File: src/seq_game_defines.svh
`ifndef SEQ_GAME_DEFINES_SVH
`define SEQ_GAME_DEFINES_SVH

// Length of the stored sequence, which is also the number of rounds.
// The ROM address is 4 bits wide, so this value must not exceed 16.
`define SEQ_LEN 16

// Clock cycles spent waiting for a press before the game is lost.
`define TIMEOUT_CYCLES 200

`endif

File: src/seq_game_pkg.sv
package seq_game_pkg;

    typedef logic [3:0] button_t;  // Button set or one-hot play value.
    typedef logic [3:0] addr_t;    // ROM address or round limit.
    typedef logic [3:0] nibble_t;  // Value shown on one display.
    typedef logic [6:0] seg_t;     // Active-low segments, bit 0 is a and bit 6 is g.

    // The encodings are what db_estado shows, so they are fixed here.
    typedef enum logic [3:0] {
        st_idle       = 4'd0,
        st_init_game  = 4'd1,
        st_init_round = 4'd2,
        st_wait_play  = 4'd3,
        st_register   = 4'd4,
        st_compare    = 4'd5,
        st_next_play  = 4'd6,
        st_next_round = 4'd7,
        st_won        = 4'd8,
        st_lost       = 4'd9
    } game_state_t;

endpackage

File: src/seq_rom.sv
`timescale 1ns/1ns

module seq_rom (
    input  seq_game_pkg::addr_t   addr,
    output seq_game_pkg::button_t data
);

    // Entry a has bit (a + a/4) mod 4 set, so each quarter starts one bit later.
    always_comb begin
        case (addr)
            4'd0:  data = 4'b0001;
            4'd1:  data = 4'b0010;
            4'd2:  data = 4'b0100;
            4'd3:  data = 4'b1000;
            4'd4:  data = 4'b0010;  // Second quarter starts on bit 1.
            4'd5:  data = 4'b0100;
            4'd6:  data = 4'b1000;
            4'd7:  data = 4'b0001;
            4'd8:  data = 4'b0100;  // Third quarter starts on bit 2.
            4'd9:  data = 4'b1000;
            4'd10: data = 4'b0001;
            4'd11: data = 4'b0010;
            4'd12: data = 4'b1000;  // Last quarter starts on bit 3.
            4'd13: data = 4'b0001;
            4'd14: data = 4'b0010;
            4'd15: data = 4'b0100;
            default: data = 4'b0001;
        endcase
    end

endmodule

File: src/play_detector.sv
`timescale 1ns/1ns

module play_detector (
    input  logic                  clock,
    input  logic                  rst_n,
    input  seq_game_pkg::button_t buttons,
    output logic                  play_strobe,
    output seq_game_pkg::button_t pressed
);

    seq_game_pkg::button_t buttons_q;
    logic                  new_press;

    // A press only counts when the buttons leave the all-released state.
    assign new_press = (buttons != '0) && (buttons_q == '0);

    always_ff @(posedge clock) begin
        if (!rst_n) begin
            buttons_q   <= '0;
            play_strobe <= 1'b0;
        end else begin
            buttons_q   <= buttons;    // Previous sample for edge detection.
            play_strobe <= new_press;  // One cycle per press, held buttons add none.
        end
    end

    // The pressed value stays until the next press.
    always_ff @(posedge clock) begin
        if (new_press) begin
            pressed <= buttons;
        end
    end

endmodule

File: src/round_datapath.sv
`timescale 1ns/1ns
`include "seq_game_defines.svh"

module round_datapath (
    input  logic                  clock,
    input  logic                  rst_n,
    input  seq_game_pkg::button_t buttons,
    input  logic                  addr_clear,
    input  logic                  addr_inc,
    input  logic                  limit_clear,
    input  logic                  limit_inc,
    input  logic                  play_clear,
    input  logic                  play_load,
    input  logic                  timer_clear,
    output logic                  play_strobe,
    output logic                  play_match,
    output logic                  addr_at_limit,
    output logic                  limit_at_end,
    output logic                  timeout,
    output seq_game_pkg::addr_t   addr,
    output seq_game_pkg::addr_t   limit,
    output seq_game_pkg::button_t rom_data,
    output seq_game_pkg::button_t play
);

    localparam int TIMER_W = $clog2(`TIMEOUT_CYCLES + 1);

    seq_game_pkg::button_t pressed;
    logic [TIMER_W-1:0]    timer_count;
    logic                  timer_hit;
    logic                  timed_out;

    seq_rom u_rom (
        .addr (addr),
        .data (rom_data)
    );

    play_detector u_detector (
        .clock       (clock),
        .rst_n       (rst_n),
        .buttons     (buttons),
        .play_strobe (play_strobe),
        .pressed     (pressed)
    );

    // Position inside the current round.
    always_ff @(posedge clock) begin
        if (!rst_n) begin
            addr <= '0;
        end else if (addr_clear) begin
            addr <= '0;
        end else if (addr_inc) begin
            addr <= addr + 1'b1;
        end
    end

    // Last position of the current round, one less than the round length.
    always_ff @(posedge clock) begin
        if (!rst_n) begin
            limit <= '0;
        end else if (limit_clear) begin
            limit <= '0;
        end else if (limit_inc) begin
            limit <= limit + 1'b1;
        end
    end

    always_ff @(posedge clock) begin
        if (!rst_n) begin
            play <= '0;
        end else if (play_clear) begin
            play <= '0;
        end else if (play_load) begin
            play <= pressed;  // Takes the value caught by the detector.
        end
    end

    // Runs only while the clear is released and stops at the limit.
    always_ff @(posedge clock) begin
        if (!rst_n) begin
            timer_count <= '0;
        end else if (timer_clear) begin
            timer_count <= '0;
        end else if (!timer_hit) begin
            timer_count <= timer_count + 1'b1;
        end
    end

    assign timer_hit = (timer_count == TIMER_W'(`TIMEOUT_CYCLES));

    // The timer is cleared once the game is lost, so this flag keeps the
    // timeout visible until a new game begins.
    always_ff @(posedge clock) begin
        if (!rst_n) begin
            timed_out <= 1'b0;
        end else if (limit_clear) begin
            timed_out <= 1'b0;
        end else if (timer_hit) begin
            timed_out <= 1'b1;
        end
    end

    assign timeout       = timer_hit | timed_out;
    assign play_match    = (play == rom_data);
    assign addr_at_limit = (addr == limit);
    assign limit_at_end  = (limit == seq_game_pkg::addr_t'(`SEQ_LEN - 1));

endmodule

File: src/round_controller.sv
`timescale 1ns/1ns

module round_controller (
    input  logic                      clock,
    input  logic                      rst_n,
    input  logic                      start,
    input  logic                      play_strobe,
    input  logic                      play_match,
    input  logic                      addr_at_limit,
    input  logic                      limit_at_end,
    input  logic                      timeout,
    output logic                      addr_clear,
    output logic                      addr_inc,
    output logic                      limit_clear,
    output logic                      limit_inc,
    output logic                      play_clear,
    output logic                      play_load,
    output logic                      timer_clear,
    output logic                      won,
    output logic                      lost,
    output logic                      done,
    output seq_game_pkg::game_state_t state
);

    seq_game_pkg::game_state_t next_state;

    always_ff @(posedge clock) begin
        if (!rst_n) begin
            state <= seq_game_pkg::st_idle;
        end else begin
            state <= next_state;
        end
    end

    always_comb begin
        next_state = state;
        case (state)
            seq_game_pkg::st_idle: begin
                if (start) begin
                    next_state = seq_game_pkg::st_init_game;
                end
            end
            seq_game_pkg::st_init_game: begin
                next_state = seq_game_pkg::st_init_round;
            end
            seq_game_pkg::st_init_round: begin
                next_state = seq_game_pkg::st_wait_play;
            end
            seq_game_pkg::st_wait_play: begin
                if (play_strobe) begin
                    next_state = seq_game_pkg::st_register;  // A press wins over a late timeout.
                end else if (timeout) begin
                    next_state = seq_game_pkg::st_lost;
                end
            end
            seq_game_pkg::st_register: begin
                next_state = seq_game_pkg::st_compare;
            end
            seq_game_pkg::st_compare: begin
                if (!play_match) begin
                    next_state = seq_game_pkg::st_lost;
                end else if (!addr_at_limit) begin
                    next_state = seq_game_pkg::st_next_play;
                end else if (limit_at_end) begin
                    next_state = seq_game_pkg::st_won;  // Last play of the last round.
                end else begin
                    next_state = seq_game_pkg::st_next_round;
                end
            end
            seq_game_pkg::st_next_play: begin
                next_state = seq_game_pkg::st_wait_play;
            end
            seq_game_pkg::st_next_round: begin
                next_state = seq_game_pkg::st_init_round;
            end
            seq_game_pkg::st_won, seq_game_pkg::st_lost: begin
                if (start) begin
                    next_state = seq_game_pkg::st_init_game;
                end
            end
            default: begin
                next_state = seq_game_pkg::st_idle;
            end
        endcase
    end

    // Moore outputs, decoded from the registered state only.
    always_comb begin
        addr_clear  = 1'b0;
        addr_inc    = 1'b0;
        limit_clear = 1'b0;
        limit_inc   = 1'b0;
        play_clear  = 1'b0;
        play_load   = 1'b0;
        timer_clear = 1'b1;  // The timer only runs while waiting for a press.
        won         = 1'b0;
        lost        = 1'b0;
        case (state)
            seq_game_pkg::st_init_game:  limit_clear = 1'b1;
            seq_game_pkg::st_init_round: begin
                addr_clear = 1'b1;
                play_clear = 1'b1;
            end
            seq_game_pkg::st_wait_play:  timer_clear = 1'b0;
            seq_game_pkg::st_register:   play_load   = 1'b1;
            seq_game_pkg::st_next_play:  addr_inc    = 1'b1;
            seq_game_pkg::st_next_round: limit_inc   = 1'b1;
            seq_game_pkg::st_won:        won         = 1'b1;
            seq_game_pkg::st_lost:       lost        = 1'b1;
            default: begin
            end
        endcase
    end

    assign done = won | lost;  // Either end of a game.

endmodule

File: src/hex_to_7seg.sv
`timescale 1ns/1ns

module hex_to_7seg (
    input  seq_game_pkg::nibble_t value,
    output seq_game_pkg::seg_t    segments
);

    // Patterns are listed as gfedcba, and a zero lights a segment.
    always_comb begin
        case (value)
            4'h0: segments = 7'b100_0000;
            4'h1: segments = 7'b111_1001;
            4'h2: segments = 7'b010_0100;
            4'h3: segments = 7'b011_0000;
            4'h4: segments = 7'b001_1001;
            4'h5: segments = 7'b001_0010;
            4'h6: segments = 7'b000_0010;
            4'h7: segments = 7'b111_1000;
            4'h8: segments = 7'b000_0000;
            4'h9: segments = 7'b001_0000;
            4'ha: segments = 7'b000_1000;
            4'hb: segments = 7'b000_0011;  // Lower case b, to tell it from 8.
            4'hc: segments = 7'b100_0110;
            4'hd: segments = 7'b010_0001;  // Lower case d, to tell it from 0.
            4'he: segments = 7'b000_0110;
            4'hf: segments = 7'b000_1110;
            default: segments = 7'b111_1111;
        endcase
    end

endmodule

File: src/seq_game.sv
`timescale 1ns/1ns

module seq_game (
    input  logic                  clock,
    input  logic                  rst_n,
    input  logic                  start,
    input  seq_game_pkg::button_t buttons,
    output logic                  won,
    output logic                  lost,
    output logic                  done,
    output seq_game_pkg::button_t leds,
    output logic                  db_timeout,
    output seq_game_pkg::seg_t    db_contagem,
    output seq_game_pkg::seg_t    db_memoria,
    output seq_game_pkg::seg_t    db_jogadafeita,
    output seq_game_pkg::seg_t    db_sequencia,
    output seq_game_pkg::seg_t    db_estado
);

    logic addr_clear;
    logic addr_inc;
    logic limit_clear;
    logic limit_inc;
    logic play_clear;
    logic play_load;
    logic timer_clear;
    logic play_strobe;
    logic play_match;
    logic addr_at_limit;
    logic limit_at_end;
    logic timeout;

    seq_game_pkg::addr_t       addr;
    seq_game_pkg::addr_t       limit;
    seq_game_pkg::button_t     rom_data;
    seq_game_pkg::button_t     play;
    seq_game_pkg::game_state_t state;
    seq_game_pkg::nibble_t     state_value;

    round_datapath u_datapath (
        .clock         (clock),
        .rst_n         (rst_n),
        .buttons       (buttons),
        .addr_clear    (addr_clear),
        .addr_inc      (addr_inc),
        .limit_clear   (limit_clear),
        .limit_inc     (limit_inc),
        .play_clear    (play_clear),
        .play_load     (play_load),
        .timer_clear   (timer_clear),
        .play_strobe   (play_strobe),
        .play_match    (play_match),
        .addr_at_limit (addr_at_limit),
        .limit_at_end  (limit_at_end),
        .timeout       (timeout),
        .addr          (addr),
        .limit         (limit),
        .rom_data      (rom_data),
        .play          (play)
    );

    round_controller u_controller (
        .clock         (clock),
        .rst_n         (rst_n),
        .start         (start),
        .play_strobe   (play_strobe),
        .play_match    (play_match),
        .addr_at_limit (addr_at_limit),
        .limit_at_end  (limit_at_end),
        .timeout       (timeout),
        .addr_clear    (addr_clear),
        .addr_inc      (addr_inc),
        .limit_clear   (limit_clear),
        .limit_inc     (limit_inc),
        .play_clear    (play_clear),
        .play_load     (play_load),
        .timer_clear   (timer_clear),
        .won           (won),
        .lost          (lost),
        .done          (done),
        .state         (state)
    );

    assign state_value = seq_game_pkg::nibble_t'(state);  // The state code is shown as a digit.
    assign leds        = play;
    assign db_timeout  = timeout;

    hex_to_7seg u_disp_addr  (.value(addr),        .segments(db_contagem));
    hex_to_7seg u_disp_rom   (.value(rom_data),    .segments(db_memoria));
    hex_to_7seg u_disp_play  (.value(play),        .segments(db_jogadafeita));
    hex_to_7seg u_disp_limit (.value(limit),       .segments(db_sequencia));
    hex_to_7seg u_disp_state (.value(state_value), .segments(db_estado));

endmodule

File: config.mk
export PLATFORM = sky130hd
export DESIGN_NAME = seq_game
export DESIGN_NICKNAME = d
export VERILOG_FILES = /design/src/seq_game_pkg.sv /design/src/seq_rom.sv /design/src/play_detector.sv /design/src/round_datapath.sv /design/src/round_controller.sv /design/src/hex_to_7seg.sv /design/src/seq_game.sv
export VERILOG_INCLUDE_DIRS = /design/src
export SDC_FILE = /design/constraint.sdc
export NUM_CORES = 1
export LEC_CHECK = 0
export ABC_AREA = 1
export BUFFER_PORTS_ARGS = -buffer_cell sky130_fd_sc_hd__buf_4
export CAP_MARGIN = 20
export CELL_PAD_IN_SITES_DETAIL_PLACEMENT = 1
export CELL_PAD_IN_SITES_GLOBAL_PLACEMENT = 1
export CORE_MARGIN = 2
export CORE_UTILIZATION = 39
export DETAILED_ROUTE_END_ITERATION = 6
export GPL_ROUTABILITY_DRIVEN = 0
export PLACE_DENSITY = 0.83
export SLEW_MARGIN = 20
export SYNTH_ARGS = -nofsm -noshare
export SYNTH_HDL_FRONTEND = slang
export SYNTH_HIERARCHICAL = 1
export SYNTH_SLANG_ARGS = --single-unit
export TNS_END_PERCENT = 5
File: constraint.sdc
create_clock -name clock -period 2.26 [get_ports clock]
set_input_delay 0.226 -clock clock [delete_from_list [all_inputs] [get_ports clock]]
set_output_delay 0.226 -clock clock [all_outputs]
set_load 0.005 [all_outputs]
==> qor.csv <==
metric,value,unit
Mapped Area,3260,µm²
vias post-DR,3413,
die area,9110,µm²
FP Rows,33,
largest net degree at the start of global routing,16,
initial antenna violation count,0,
cts bufs inserted,5,
LEAKAGE,1.94,nW
Ys Warns,6,
antenna-violating nets left,0,
Max Cap Violations,0,
global route overflow,0,
# fillers,1147,
DRT iter0 DRCs,122,
Worst setup EP type,output pin,
worst clock skew,5.36,ps
clk_lat worst skew,290,ps
DPL Wire Length,6.83,mm
post-layout power,1.82,mW
die height,95.4,µm
DRC Markers,0,
Core Region,8180,µm²
leading area contributor after synthesis,nand2_1,
Worst VDD drop,363,µV
routed len/inst,12.7,µm
fin crit share,92.6,%
Post-Synth XOR/XNOR Area,2.15,%
Final Setup Violations,0,
Routed WL,8.75,mm
Final Net Count,631,
Final Max Slew Viols,0,
Synth area leaders,"nand2_1 (20%), dfxtp_1 (18%), ha_1 (15%)",
first-pass detailed-route iteration total,4,
CP max FO,11,
gr usage total,20.0,%
clk slew on worst S/H paths,80,ps
Rel. slew slack,70.3,%
P&R area growth vs syn,20.3,%
Max H-tree Level,2,
"Hold Vio Cnt, Final",0,
Antenna Cells,0,
pwr dens,463,nW/µm²
IO Port Bufs,49,
fraction of the mapped netlist area in adder cells,15.0,%
Netlist cell types,29,
CTS tree,built,
worst setup margin,167,ps
status,finished clean,
worst slew pin tran,445,ps
synthesized flop and latch total,34,
IO Pins,50,
share of cells above drive strength 1,18.8,%
CP required,2030,ps
Clock Sinks,34,
Avg Vias per Cell,4.94,
area share of the largest cell type after synthesis,20.4,%
Hold/Removal Path Class,in -> reg,
syn_area_per_cell,6.19,µm²
CTS Root Cell,clkbuf_8,
largest family of logic cells by synthesized area,simple AND/OR/NAND/NOR gates,
CP Class,reg -> out,
die width,95.4,µm
Fmax achieved,0.478,GHz
WP data arrival,1870,ps
cell count after synthesis,527,
post-synthesis simple-gate area fraction,40.6,%
startpoint types,flop,
Starting Density,39.9,%
Longest Clk Path Bufs,2,
total nets after synthesis,573,
first-pass GRT wire length,14.9,mm
vias in the first global route,3428,
fraction of synthesized area in multiplexers,0,%
minimum clock period,2090,ps
cts hold-fix bufs,0,
Compound-Gate Fraction of Synth Area,7.44,%
sequential area share after synthesis,22.1,%
Place WS,97.6,ps
==> worst max-delay path, stage by stage, from the launching register on <==
cell and delay (ps):
dfxtp_4 420, nand2_1 90, nand2_1 90, nand3_1 100, nand2_2 140, inv_1 110
ha_1 310, nand2_1 50, nand3_1 70, nand2_1 50, buf_4 120
==> area by class of cell <==
cell class / instances / area [µm²] / share of cell area [%]
clock inverter: 3 / 68.8 / 1.75
inverter: 84 / 317 / 8.07
sequential: 34 / 729 / 18.6
timing repair buffer: 63 / 473 / 12.1
tap: 105 / 131 / 3.35
clock buffer: 5 / 68.8 / 1.75
multi-input combinational: 397 / 2130 / 54.4
==> sequential cells by signal (all words and copies together) (netlist names) <==
name,flops
u_datapath/addr,4
u_datapath/limit,4
u_datapath/timed_out,1
u_controller/state,4
u_datapath/timer_count,8
u_datapath/play,4
u_datapath/u_detector/buttons_q,4
u_datapath/u_detector/play_strobe,1
u_datapath/u_detector/pressed,4
==> per-layer routing <==
layer	GRT usage (%)	share of wire (%)	vias to the layer above
met4	4.52	1.2	0
met2	38.4	51	38
met1	23.4	46	1607
met3	2.37	2.0	12
met5	0	0	-
li1	-	-	1756
==> path summary, 6_finish.rpt <==
| kind | startpoint | end | slack [ps] | depth (start not counted) |
|---|---|---|---|---|
| min reg2reg | u_datapath/timed_out | u_datapath/timed_out | 480 | 2 |
| min | buttons[1] | u_datapath/u_detector/pressed[1] | 130 | 1 |
| max | u_datapath/addr[0] | db_memoria[3] | 170 | 10 |
| max reg2reg | u_datapath/addr[0] | u_controller/state[0] | 220 | 13 |
==> kinds of logic after synthesis <==
| group | count (synthesis) |
|---|---|
| xor gates and xnor gates | 8 |
| adders and majority gates | 39 |
| AOI/OAI and AO/OA | 41 |
| DFF | 34 |
| buffers and inverters | 96 |
| and+or+nand+nor | 309 |
==> cell usage after synthesis <==
cell type and instances:
a21oi_1 12, a21oi_2 3, a31oi_1 1, and3_2 1, buf_2 5, buf_4 1, buf_6 6, clkinv_2 1
dfxtp_1 30, edfxtp_1 4, ha_1 39, inv_1 77, inv_2 6, nand2_1 177, nand2_2 4, nand3_1 70
nand3_2 4, nor2_1 37, nor2_2 6, nor2_4 1, nor3_1 7, o21a_1 1, o21ai_0 12, o21ai_1 6
o21ai_2 6, or2_1 1, or2_2 1, xnor2_1 5, xor2_1 3
==> cell usage in the layout, fill, tap and decap left out, types with 2 or more instances in the layout <==
cell type	instances
nand2_1	175
nor2_2	6
o21ai_2	6
a21oi_1	12
nand2_2	5
xor2_1	3
ha_1	39
clkbuf_8	5
nand3_2	4
edfxtp_1	4
bufinv_16	2
nor3_1	7
a21oi_2	3
buf_4	63
o21ai_0	11
nor2_1	37
inv_2	7
inv_1	76
xnor2_1	5
dfxtp_4	2
dfxtp_1	27
o21ai_1	7
nand3_1	70
==> stage by stage <==
| step | instances | TNS, ps | area [µm²] | hold WS, ps | util (%) |
|---|---|---|---|---|---|
| final | 691 | 0 | 3920 | 132 | 48.0 |
| after global routing | 691 | -7.87 | 3920 | 115 | 48.0 |
| after CTS | 688 | 0 | 3880 | 125 | 47.5 |
| after detailed placement | 680 | 0 | 3740 | 434 | 45.8 |
| after global placement | 680 | 0 | 3740 | 432 | 45.8 |
| after floorplan | 527 | 0 | 3260 | 319 | - |
==> timing repair <==
item / CTS / global route
pin swaps: 0 / 1
setup endpoints to repair: 7 / 7
buffers inserted: 0 / 3
gates resized for setup: 3 / 7
==> where the power goes <==
part | total (mW) | switching (mW) | internal (mW) | leakage (nW)
Clock | 0.690 | 0.248 | 0.442 | 0.0683
Combinational | 0.443 | 0.261 | 0.182 | 1.59
Sequential | 0.683 | 0.0494 | 0.633 | 0.283
(Power assumes the default switching activity.)
